## src/hdl/ex_pkg.sv

```systemverilog
package ex_pkg;

    localparam int XLEN   = 32;
    localparam int REG_AW = 5;

    // alu control codes, 5 bits wide.
    typedef enum logic [4:0] {
        ADD   = 5'd0,
        SUB   = 5'd1,
        EQU   = 5'd2,
        NEQ   = 5'd3,
        SLT   = 5'd4,
        SGE   = 5'd5,
        SLTU  = 5'd6,
        SGEU  = 5'd7,
        XOR   = 5'd8,
        OR    = 5'd9,
        SLL   = 5'd10,
        SRL   = 5'd11,
        SRA   = 5'd12,
        AND   = 5'd13,
        NO_OP = 5'd14
    } alu_ctrl_e;

    // operand source for forwarding.
    typedef enum logic [1:0] {
        FWD_RF = 2'd0,
        FWD_EX = 2'd1,
        FWD_WB = 2'd2
    } fwd_sel_e;

    typedef struct packed {
        logic [XLEN-1:0]   op_a;
        logic [XLEN-1:0]   op_b;
        alu_ctrl_e         alu_ctrl;
        logic [REG_AW-1:0] rd;
        logic              we;
        logic              btype;     // branch instruction.
        logic [XLEN-1:0]   next_pc;   // branch target.
    } id_ex_t;

    typedef struct packed {
        logic [XLEN-1:0]   result;
        logic [REG_AW-1:0] rd;
        logic              we;
    } ex_mem_t;

endpackage

```

## src/hdl/reg_file.sv

```systemverilog
`timescale 1ns/100ps

module reg_file (
    input  logic                           clk,
    input  logic                           arst_n_i,
    input  logic [ex_pkg::REG_AW-1:0]      raddr_a_i,
    input  logic [ex_pkg::REG_AW-1:0]      raddr_b_i,
    input  logic                           we_i,
    input  logic [ex_pkg::REG_AW-1:0]      waddr_i,
    input  logic [ex_pkg::XLEN-1:0]        wdata_i,
    output logic [ex_pkg::XLEN-1:0]        rdata_a_o,
    output logic [ex_pkg::XLEN-1:0]        rdata_b_o
);

    logic [ex_pkg::XLEN-1:0] regs [2**ex_pkg::REG_AW];

    always_ff @(posedge clk or negedge arst_n_i) begin
        if (!arst_n_i) begin
            for (int i = 0; i < 2**ex_pkg::REG_AW; i++) begin
                regs[i] <= '0;
            end
        end else if (we_i && (waddr_i != '0)) begin   // x0 stays zero.
            regs[waddr_i] <= wdata_i;
        end
    end

    assign rdata_a_o = (raddr_a_i == '0) ? '0 : regs[raddr_a_i];
    assign rdata_b_o = (raddr_b_i == '0) ? '0 : regs[raddr_b_i];

endmodule

```

## src/hdl/operand_fetch.sv

```systemverilog
`timescale 1ns/100ps

module operand_fetch (
    input  logic [ex_pkg::XLEN-1:0]   rf_a_i,
    input  logic [ex_pkg::XLEN-1:0]   rf_b_i,
    input  logic [ex_pkg::XLEN-1:0]   ex_result_i,
    input  logic [ex_pkg::XLEN-1:0]   wb_data_i,
    input  logic [ex_pkg::XLEN-1:0]   imm_i,
    input  logic                      use_imm_i,
    input  ex_pkg::fwd_sel_e          fwd_a_i,
    input  ex_pkg::fwd_sel_e          fwd_b_i,
    input  ex_pkg::alu_ctrl_e         alu_ctrl_i,
    input  logic [ex_pkg::REG_AW-1:0] rd_i,
    input  logic                      we_i,
    input  logic                      btype_i,
    input  logic [ex_pkg::XLEN-1:0]   next_pc_i,
    output ex_pkg::id_ex_t            payload_o
);

    logic [ex_pkg::XLEN-1:0] src_a;
    logic [ex_pkg::XLEN-1:0] src_b;

    function automatic logic [ex_pkg::XLEN-1:0] pick_src(
        input ex_pkg::fwd_sel_e        sel,
        input logic [ex_pkg::XLEN-1:0] rf_val,
        input logic [ex_pkg::XLEN-1:0] ex_val,
        input logic [ex_pkg::XLEN-1:0] wb_val
    );
        case (sel)
            ex_pkg::FWD_EX: return ex_val;
            ex_pkg::FWD_WB: return wb_val;
            default:        return rf_val;
        endcase
    endfunction

    assign src_a = pick_src(fwd_a_i, rf_a_i, ex_result_i, wb_data_i);
    assign src_b = pick_src(fwd_b_i, rf_b_i, ex_result_i, wb_data_i);

    always_comb begin
        payload_o          = '0;
        payload_o.op_a     = src_a;
        payload_o.op_b     = use_imm_i ? imm_i : src_b;   // immediate wins.
        payload_o.alu_ctrl = alu_ctrl_i;
        payload_o.rd       = rd_i;
        payload_o.we       = we_i;
        payload_o.btype    = btype_i;
        payload_o.next_pc  = next_pc_i;
    end

endmodule

```

## src/hdl/pipe_reg.sv

```systemverilog
`timescale 1ns/100ps

module pipe_reg #(
    parameter type payload_t = logic [31:0]
) (
    input  logic     clk,
    input  logic     arst_n_i,
    input  logic     valid_i,
    input  logic     kill_i,
    input  payload_t payload_i,
    output logic     valid_o,
    output payload_t payload_o
);

    logic load;

    assign load = valid_i && !kill_i;

    // an empty slot carries a zero payload, so it never looks like a branch.
    always_ff @(posedge clk or negedge arst_n_i) begin
        if (!arst_n_i) begin
            valid_o   <= 1'b0;
            payload_o <= '0;
        end else begin
            valid_o   <= load;
            payload_o <= load ? payload_i : '0;
        end
    end

endmodule

```

## src/hdl/ex_stage.sv

```systemverilog
`timescale 1ns/100ps

module ex_stage (
    input  ex_pkg::id_ex_t            payload_i,
    output ex_pkg::ex_mem_t           payload_o,
    output logic                      branch_taken_o,
    output logic [ex_pkg::XLEN-1:0]   next_pc_o
);

    logic [ex_pkg::XLEN-1:0] op_a;
    logic [ex_pkg::XLEN-1:0] op_b;
    logic [4:0]              shamt;
    logic [ex_pkg::XLEN-1:0] result;

    assign op_a  = payload_i.op_a;
    assign op_b  = payload_i.op_b;
    assign shamt = op_b[4:0];

    always_comb begin
        case (payload_i.alu_ctrl)
            ex_pkg::ADD:   result = op_a + op_b;
            ex_pkg::SUB:   result = op_a - op_b;
            ex_pkg::EQU:   result = (op_a == op_b) ? 32'd1 : 32'd0;
            ex_pkg::NEQ:   result = (op_a != op_b) ? 32'd1 : 32'd0;
            ex_pkg::SLT:   result = ($signed(op_a) < $signed(op_b)) ? 32'd1 : 32'd0;
            ex_pkg::SGE:   result = ($signed(op_a) < $signed(op_b)) ? 32'd0 : 32'd1;
            ex_pkg::SLTU:  result = (op_a < op_b) ? 32'd1 : 32'd0;
            ex_pkg::SGEU:  result = (op_a < op_b) ? 32'd0 : 32'd1;
            ex_pkg::XOR:   result = op_a ^ op_b;
            ex_pkg::OR:    result = op_a | op_b;
            ex_pkg::SLL:   result = op_a << shamt;
            ex_pkg::SRL:   result = op_a >> shamt;
            ex_pkg::SRA:   result = $unsigned($signed(op_a) >>> shamt);
            ex_pkg::AND:   result = op_a & op_b;
            ex_pkg::NO_OP: result = '0;
            default:       result = '0;
        endcase
    end

    always_comb begin
        payload_o        = '0;
        payload_o.result = result;
        payload_o.rd     = payload_i.rd;
        payload_o.we     = payload_i.we;
    end

    // compare ops leave 1 here when the branch is taken.
    assign branch_taken_o = payload_i.btype && (result != '0);
    assign next_pc_o      = payload_i.next_pc;

endmodule

```

## src/hdl/pipe_ctrl.sv

```systemverilog
`timescale 1ns/100ps

module pipe_ctrl (
    input  logic [ex_pkg::REG_AW-1:0] rs1_i,
    input  logic [ex_pkg::REG_AW-1:0] rs2_i,
    input  logic                      use_imm_i,
    input  logic                      ex_valid_i,
    input  logic [ex_pkg::REG_AW-1:0] ex_rd_i,
    input  logic                      ex_we_i,
    input  logic                      wb_valid_i,
    input  logic [ex_pkg::REG_AW-1:0] wb_rd_i,
    input  logic                      wb_we_i,
    input  logic                      branch_taken_i,
    output ex_pkg::fwd_sel_e          fwd_a_o,
    output ex_pkg::fwd_sel_e          fwd_b_o,
    output logic                      kill_o,
    output logic                      rf_we_o
);

    logic ex_fwd_ok;
    logic wb_fwd_ok;

    // ex result takes priority over write-back data.
    function automatic ex_pkg::fwd_sel_e pick_fwd(
        input logic [ex_pkg::REG_AW-1:0] rs,
        input logic                      ex_ok,
        input logic [ex_pkg::REG_AW-1:0] ex_rd,
        input logic                      wb_ok,
        input logic [ex_pkg::REG_AW-1:0] wb_rd
    );
        if (ex_ok && (rs == ex_rd)) begin
            return ex_pkg::FWD_EX;
        end else if (wb_ok && (rs == wb_rd)) begin
            return ex_pkg::FWD_WB;
        end
        return ex_pkg::FWD_RF;
    endfunction

    assign ex_fwd_ok = ex_valid_i && ex_we_i && (ex_rd_i != '0);
    assign wb_fwd_ok = wb_valid_i && wb_we_i && (wb_rd_i != '0);

    assign fwd_a_o = pick_fwd(rs1_i, ex_fwd_ok, ex_rd_i, wb_fwd_ok, wb_rd_i);
    assign fwd_b_o = use_imm_i ? ex_pkg::FWD_RF :
                     pick_fwd(rs2_i, ex_fwd_ok, ex_rd_i, wb_fwd_ok, wb_rd_i);

    assign kill_o  = branch_taken_i;   // squash the instruction behind.
    assign rf_we_o = wb_valid_i && wb_we_i;

endmodule

```

## src/hdl/ex_pipe_top.sv

```systemverilog
`timescale 1ns/100ps

module ex_pipe_top (
    input  logic                      clk,
    input  logic                      arst_n_i,
    input  logic                      valid_i,
    input  ex_pkg::alu_ctrl_e         alu_ctrl_i,
    input  logic [ex_pkg::REG_AW-1:0] rs1_i,
    input  logic [ex_pkg::REG_AW-1:0] rs2_i,
    input  logic [ex_pkg::XLEN-1:0]   imm_i,
    input  logic                      use_imm_i,
    input  logic [ex_pkg::REG_AW-1:0] rd_i,
    input  logic                      we_i,
    input  logic                      btype_i,
    input  logic [ex_pkg::XLEN-1:0]   next_pc_i,
    output logic                      wb_valid_o,
    output logic [ex_pkg::REG_AW-1:0] wb_waddr_o,
    output logic [ex_pkg::XLEN-1:0]   wb_data_o,
    output logic                      branch_o,
    output logic [ex_pkg::XLEN-1:0]   next_pc_o,
    output logic                      flush_o
);

    logic [ex_pkg::XLEN-1:0] rf_a;
    logic [ex_pkg::XLEN-1:0] rf_b;
    ex_pkg::fwd_sel_e        fwd_a;
    ex_pkg::fwd_sel_e        fwd_b;
    ex_pkg::id_ex_t          id_ex_d;
    ex_pkg::id_ex_t          id_ex_q;
    logic                    id_ex_valid;
    ex_pkg::ex_mem_t         ex_mem_d;
    ex_pkg::ex_mem_t         ex_mem_q;
    logic                    ex_mem_valid;
    logic                    branch_taken;
    logic                    kill;
    logic                    rf_we;

    reg_file u_reg_file (
        .clk       (clk),
        .arst_n_i  (arst_n_i),
        .raddr_a_i (rs1_i),
        .raddr_b_i (rs2_i),
        .we_i      (rf_we),
        .waddr_i   (ex_mem_q.rd),
        .wdata_i   (ex_mem_q.result),
        .rdata_a_o (rf_a),
        .rdata_b_o (rf_b)
    );

    operand_fetch u_operand_fetch (
        .rf_a_i      (rf_a),
        .rf_b_i      (rf_b),
        .ex_result_i (ex_mem_d.result),
        .wb_data_i   (ex_mem_q.result),
        .imm_i       (imm_i),
        .use_imm_i   (use_imm_i),
        .fwd_a_i     (fwd_a),
        .fwd_b_i     (fwd_b),
        .alu_ctrl_i  (alu_ctrl_i),
        .rd_i        (rd_i),
        .we_i        (we_i),
        .btype_i     (btype_i),
        .next_pc_i   (next_pc_i),
        .payload_o   (id_ex_d)
    );

    pipe_reg #(.payload_t(ex_pkg::id_ex_t)) u_id_ex (
        .clk       (clk),
        .arst_n_i  (arst_n_i),
        .valid_i   (valid_i),
        .kill_i    (kill),
        .payload_i (id_ex_d),
        .valid_o   (id_ex_valid),
        .payload_o (id_ex_q)
    );

    ex_stage u_ex_stage (
        .payload_i      (id_ex_q),
        .payload_o      (ex_mem_d),
        .branch_taken_o (branch_taken),
        .next_pc_o      (next_pc_o)
    );

    pipe_reg #(.payload_t(ex_pkg::ex_mem_t)) u_ex_mem (
        .clk       (clk),
        .arst_n_i  (arst_n_i),
        .valid_i   (id_ex_valid),
        .kill_i    (1'b0),          // no stall or squash past ex.
        .payload_i (ex_mem_d),
        .valid_o   (ex_mem_valid),
        .payload_o (ex_mem_q)
    );

    pipe_ctrl u_pipe_ctrl (
        .rs1_i          (rs1_i),
        .rs2_i          (rs2_i),
        .use_imm_i      (use_imm_i),
        .ex_valid_i     (id_ex_valid),
        .ex_rd_i        (id_ex_q.rd),
        .ex_we_i        (id_ex_q.we),
        .wb_valid_i     (ex_mem_valid),
        .wb_rd_i        (ex_mem_q.rd),
        .wb_we_i        (ex_mem_q.we),
        .branch_taken_i (branch_taken),
        .fwd_a_o        (fwd_a),
        .fwd_b_o        (fwd_b),
        .kill_o         (kill),
        .rf_we_o        (rf_we)
    );

    assign wb_valid_o = rf_we;
    assign wb_waddr_o = ex_mem_q.rd;
    assign wb_data_o  = ex_mem_q.result;
    assign branch_o   = branch_taken;
    assign flush_o    = branch_taken;

endmodule

```

## config.mk

```make
export PLATFORM = sky130hd
export DESIGN_NAME = ex_pipe_top
export DESIGN_NICKNAME = d
export VERILOG_FILES = /design/src/hdl/ex_pkg.sv /design/src/hdl/reg_file.sv /design/src/hdl/operand_fetch.sv /design/src/hdl/pipe_reg.sv /design/src/hdl/ex_stage.sv /design/src/hdl/pipe_ctrl.sv /design/src/hdl/ex_pipe_top.sv
export SDC_FILE = /design/constraint.sdc
export NUM_CORES = 2
export LEC_CHECK = 0
export ABC_AREA = 1
export BUFFER_PORTS_ARGS = -buffer_cell sky130_fd_sc_hd__buf_2
export CORE_ASPECT_RATIO = 1.5
export CORE_UTILIZATION = 32
export DETAILED_ROUTE_END_ITERATION = 10
export SLEW_MARGIN = 25
export SYNTH_ARGS = -nofsm -noshare
export SYNTH_HDL_FRONTEND = slang
export SYNTH_SLANG_ARGS = --single-unit
```

## constraint.sdc

```tcl
create_clock -name clk -period 6.9 [get_ports clk]
set_input_delay 1.38 -clock clk [delete_from_list [all_inputs] [get_ports clk]]
set_output_delay 1.38 -clock clk [all_outputs]
set_load 0.01 [all_outputs]
```

==> summary.md <==
| Metric | Value |
|---|---|
| Outcome | completed |
| Worst Clk Skew | 0.0615 ns |
| Slew @ Worst Pin | between 1 and 1.5 ns |
| Slowest cell on the critical path | nor2_2 |
| Drt wl/cell | 27.8 um |
| Synth Flop Type | dfrtp_1 |
| Final Routed Wirelength | about 360000 um |
| Synthesis-stage register bit count | 1172 |
| CTS root buf | clkbuf_16 |
| Skew-Pair Late Insertion Delay | about 0.83 ns |
| Layout area overhead | 9.89% |
| Bufs and invs on worst path | 5 |
| Die area | roughly 230000 sq um |
| # setup viols final | 0 |
| Synth Net Count | between 10000 and 15000 |
| RSZ-0062 raised after global routing | false |
| Drt first pass iters | 6 |
| Mux share of post-synthesis cell area | 0.000140 |
| Critical path's largest stage delay | 0.59 ns |
| DR iter-0 viols | 9518 |
| Post-synth cell types | 54 |
| Global-route wire length before repair | around 510000 um |
| Worst EP arrival | roughly 5.5 ns |
| Mapped Area | about 72000 sq um |
| # rows | ~210 |
| Max FO, Critical Path | 8 |
| Clock sinks | roughly 1200 |
| Final period utilization | 0.998 |
| Share of post-route cells with drive strength above 1 | 0.0685 |
| Post-synthesis cell count | approximately 10000 |
| Post-DRT Antenna Nets | 0 |
| Io pins | ~160 |
| Synth Area in XOR/XNOR | 0.00147 |
| Cell leakage power | between 0.03 and 0.04 uW |
| Max Fclk | approximately 150 MHz |
| Setup crit start kind | flop |
| Min Tclk post-route | between 6 and 7 ns |
| Avg Vias per Cell | approximately 5.9 |
| Setup crit end kind | output port |
| Avg Cell Area, Syn | ~7.0 sq um |
| Clock Path Buffers | 3 |
| Starting Density | 0.322 |
| Area share of and/or/nand/nor cells after synthesis | 0.212 |
| Final #Nets | approximately 10000 |
| Hold buffers post-CTS | 0 |
| TritonCTS clock tree | built |
| DRC | 0 |
| CTS H-tree depth | 3 |
| Vias in the first global route | between 70000 and 80000 |
| WP data required | 5.52 ns |
| Tot GR Track Use | 0.306 |
| CP most frequent cell | nand2_1 |
| Cell family contributing the most delay on the critical path | simple AND/OR/NAND/NOR gates |
| Via count | roughly 75000 |
| Max VDD drop | approximately 0.22 mV |
| Hold Crit Class | reg -> reg |
| Initial antenna violation count | 23 |
| Die Y | about 580 um |
| Power Dens Cells | approximately 220 nW/um^2 |
| Core Area | between 200000 and 250000 sq um |
| Slew Limit Fails | 0 |
| Largest family of logic cells by synthesized area | compound AO/OA/AOI/OAI gates |
| Die W | 388 um |
| TritonCTS buffer count | 118 |
| Max-cap violations | 0 |
| Overflow left after global routing | 0 |
| Overall Power | 17500 uW |
| Worst-path clk slew | 0.06 ns |
| DP HPWL | 233000 um |
| Sum of negative setup slack | 0 ns |
| Adder-Cell Fraction of Synth Area | 0.0188 |
| Seq/Total Area, Yosys | 0.410 |
| Count of input and output buffers | about 160 |
| Final hold violations | 0 |
| Slew headroom | 0.209 |
| Async set or reset register ratio after synthesis | 1.00 |
| Critical path, cell by cell | buf_4, inv_1, ha_1, nand2_1, inv_1, nand2_1, nor2_2, nand4_1, nand3_1, nand2_1, nand3_1, nand2_1, nor2_1, nand2_1, nor2_1, nand2_1, nor2_1, nand2_1, nand2_2, inv_1, buf_2 |
| CP Class | reg -> out |
| GP Congestion | between 1 and 1.5 |
| Compound-Gate Fraction of Synth Area | 0.266 |
| Synth Warn # | 0 |
| Post-synth EDFFs | 0 |
| Pin count of the biggest net entering global routing | about 170 |
## repair_timing
action | 4_1_cts | 5_1_grt
resized for setup | 6 | 4
endpoints found under the hold margin | 0 | 0
endpoints found under the setup margin | 2 | 2
setup buffers | 0 | 0
## path summary, 6_finish.rpt
check,from,endpoint,slack (ns),depth (start not counted)
max in group asynchronous,arst_n_i,u_id_ex.payload_o[1]$_DFF_PN0_,4.66,2
min reg2reg,u_reg_file.regs[1006]$_DFFE_PN0P_,u_reg_file.regs[1006]$_DFFE_PN0P_,0.41,0
max,u_id_ex.payload_o[89]$_DFF_PN0_,flush_o,0.01,21
max reg2reg,u_id_ex.payload_o[89]$_DFF_PN0_,u_id_ex.payload_o[84]$_DFF_PN0_,0.67,22
min,u_reg_file.regs[1006]$_DFFE_PN0P_,u_reg_file.regs[1006]$_DFFE_PN0P_,0.41,0
min in group asynchronous,arst_n_i,u_reg_file.regs[471]$_DFFE_PN0P_,0.58,1
## layout make-up
type,count,area (sq um)
clock inverters,52,728
repair buffers,355,2650
well taps,2889,3610
flip-flops and latches,1172,29300
clock buffers,170,3480
multi-input cells,7393,35900
fillers,23700,144000
diodes,15,37.5
inverters,730,2790
## metrics by stage
step	worst slack, ns	util	hold slack [ns]	instances	instance area, sq um
floorplan	2.41	-	0.431	10200	71500
global placement	0.345	0.334	0.386	12500	74300
detailed placement	0.405	0.334	0.390	12500	74300
CTS	0.0199	0.353	0.405	12800	78500
global route	0.00839	0.353	0.413	12800	78500
finish	0.0128	0.353	0.405	12800	78600
## state kept, by name, indices dropped and copies added (netlist names)
signal,cells
u_ex_mem.valid_o,1
u_reg_file.regs,1024
u_id_ex.valid_o,1
u_ex_mem.payload_o,38
u_id_ex.payload_o,108
## Yosys cell counts (3+ instances only)
| library cell | count | area (sq um) |
|---|---|---|
| xor2_1 | 11 | 96.3 |
| nor2_1 | 972 | 3650 |
| and2_1 | 8 | 50.1 |
| buf_2 | 87 | 435 |
| nor4_1 | 5 | 31.3 |
| o211ai_1 | 315 | 2360 |
| a22oi_1 | 36 | 270 |
| buf_1 | 63 | 236 |
| clkinv_1 | 7 | 26.3 |
| a21oi_2 | 3 | 26.3 |
| nand3_1 | 678 | 3390 |
| clkbuf_1 | 729 | 2740 |
| nor2_2 | 20 | 125 |
| inv_1 | 704 | 2640 |
| dfrtp_1 | 1172 | 29300 |
| o21bai_1 | 4 | 30.0 |
| a21oi_1 | 597 | 2990 |
| nand2_1 | 1937 | 7270 |
| buf_6 | 5 | 56.3 |
| o21ai_0 | 2454 | 12300 |
| buf_4 | 43 | 323 |
| inv_2 | 19 | 71.3 |
| nand4_1 | 49 | 307 |
| o221ai_1 | 45 | 394 |
| nor3_1 | 27 | 135 |
| o21ai_1 | 21 | 105 |
| o2111ai_1 | 5 | 43.8 |
| o22ai_1 | 36 | 225 |
| ha_1 | 104 | 1300 |
| a211oi_1 | 3 | 22.5 |
| or2_2 | 11 | 68.8 |
| o311ai_0 | 10 | 87.6 |
| a31oi_1 | 12 | 75.1 |
| nand2_2 | 4 | 25.0 |
## per-layer routing
layer	part of all wire	track usage	routed length [um]
met3	0.079	0.0508	28200
met1	0.37	0.362	132000
met4	0.080	0.216	28200
met5	0.00021	0	73
met2	0.47	0.504	166000
## cell usage in the layout (no fill, tap or decap), types with 5 or more instances in the layout
cell,netlist,final
o21ai_0,2454,2454
nand2_1,1937,1921
dfrtp_1,1172,1170
nor2_1,972,965
inv_1,704,683
nand3_1,678,665
a21oi_1,597,597
o211ai_1,315,315
buf_4,43,169
buf_2,87,154
clkbuf_16,0,120
ha_1,104,103
nand4_1,49,49
o221ai_1,45,45
o22ai_1,36,36
a22oi_1,36,36
clkbuf_8,0,29
nor2_2,20,26
buf_12,0,26
nor3_1,27,25
inv_2,19,22
clkinv_2,0,22
o21ai_1,21,21
clkbuf_1,729,21
nand2_4,1,17
clkinv_1,7,16
diode_2,0,15
bufinv_16,0,15
nand3_4,2,13
a31oi_1,12,12
or2_2,11,11
xor2_1,11,11
o311ai_0,10,10
clkinvlp_4,0,9
and2_1,8,8
nor4_1,5,5
o2111ai_1,5,5
inv_6,0,5
## power breakdown
| group | internal (uW) | total (uW) | leakage [uW] | switching (uW) |
|---|---|---|---|---|
| Combinational | 768 | 3290 | 0.0159 | 2520 |
| Sequential | 6940 | 7070 | 0.0163 | 124 |
| Clock | 4070 | 7160 | 0.00205 | 3100 |
| Total | 11800 | 17500 | 0.0342 | 5740 |
## cells by family after synthesis
kind of cell | after synthesis
AOI/OAI and AO/OA | 3550
xor gates and xnor gates | 12
adders and majority gates | 106
buffers and inverters | 1659
DFF | 1172
muxes | 1
and+or+nand+nor | 3724
Note: power is estimated with default switching activity, not from simulation.
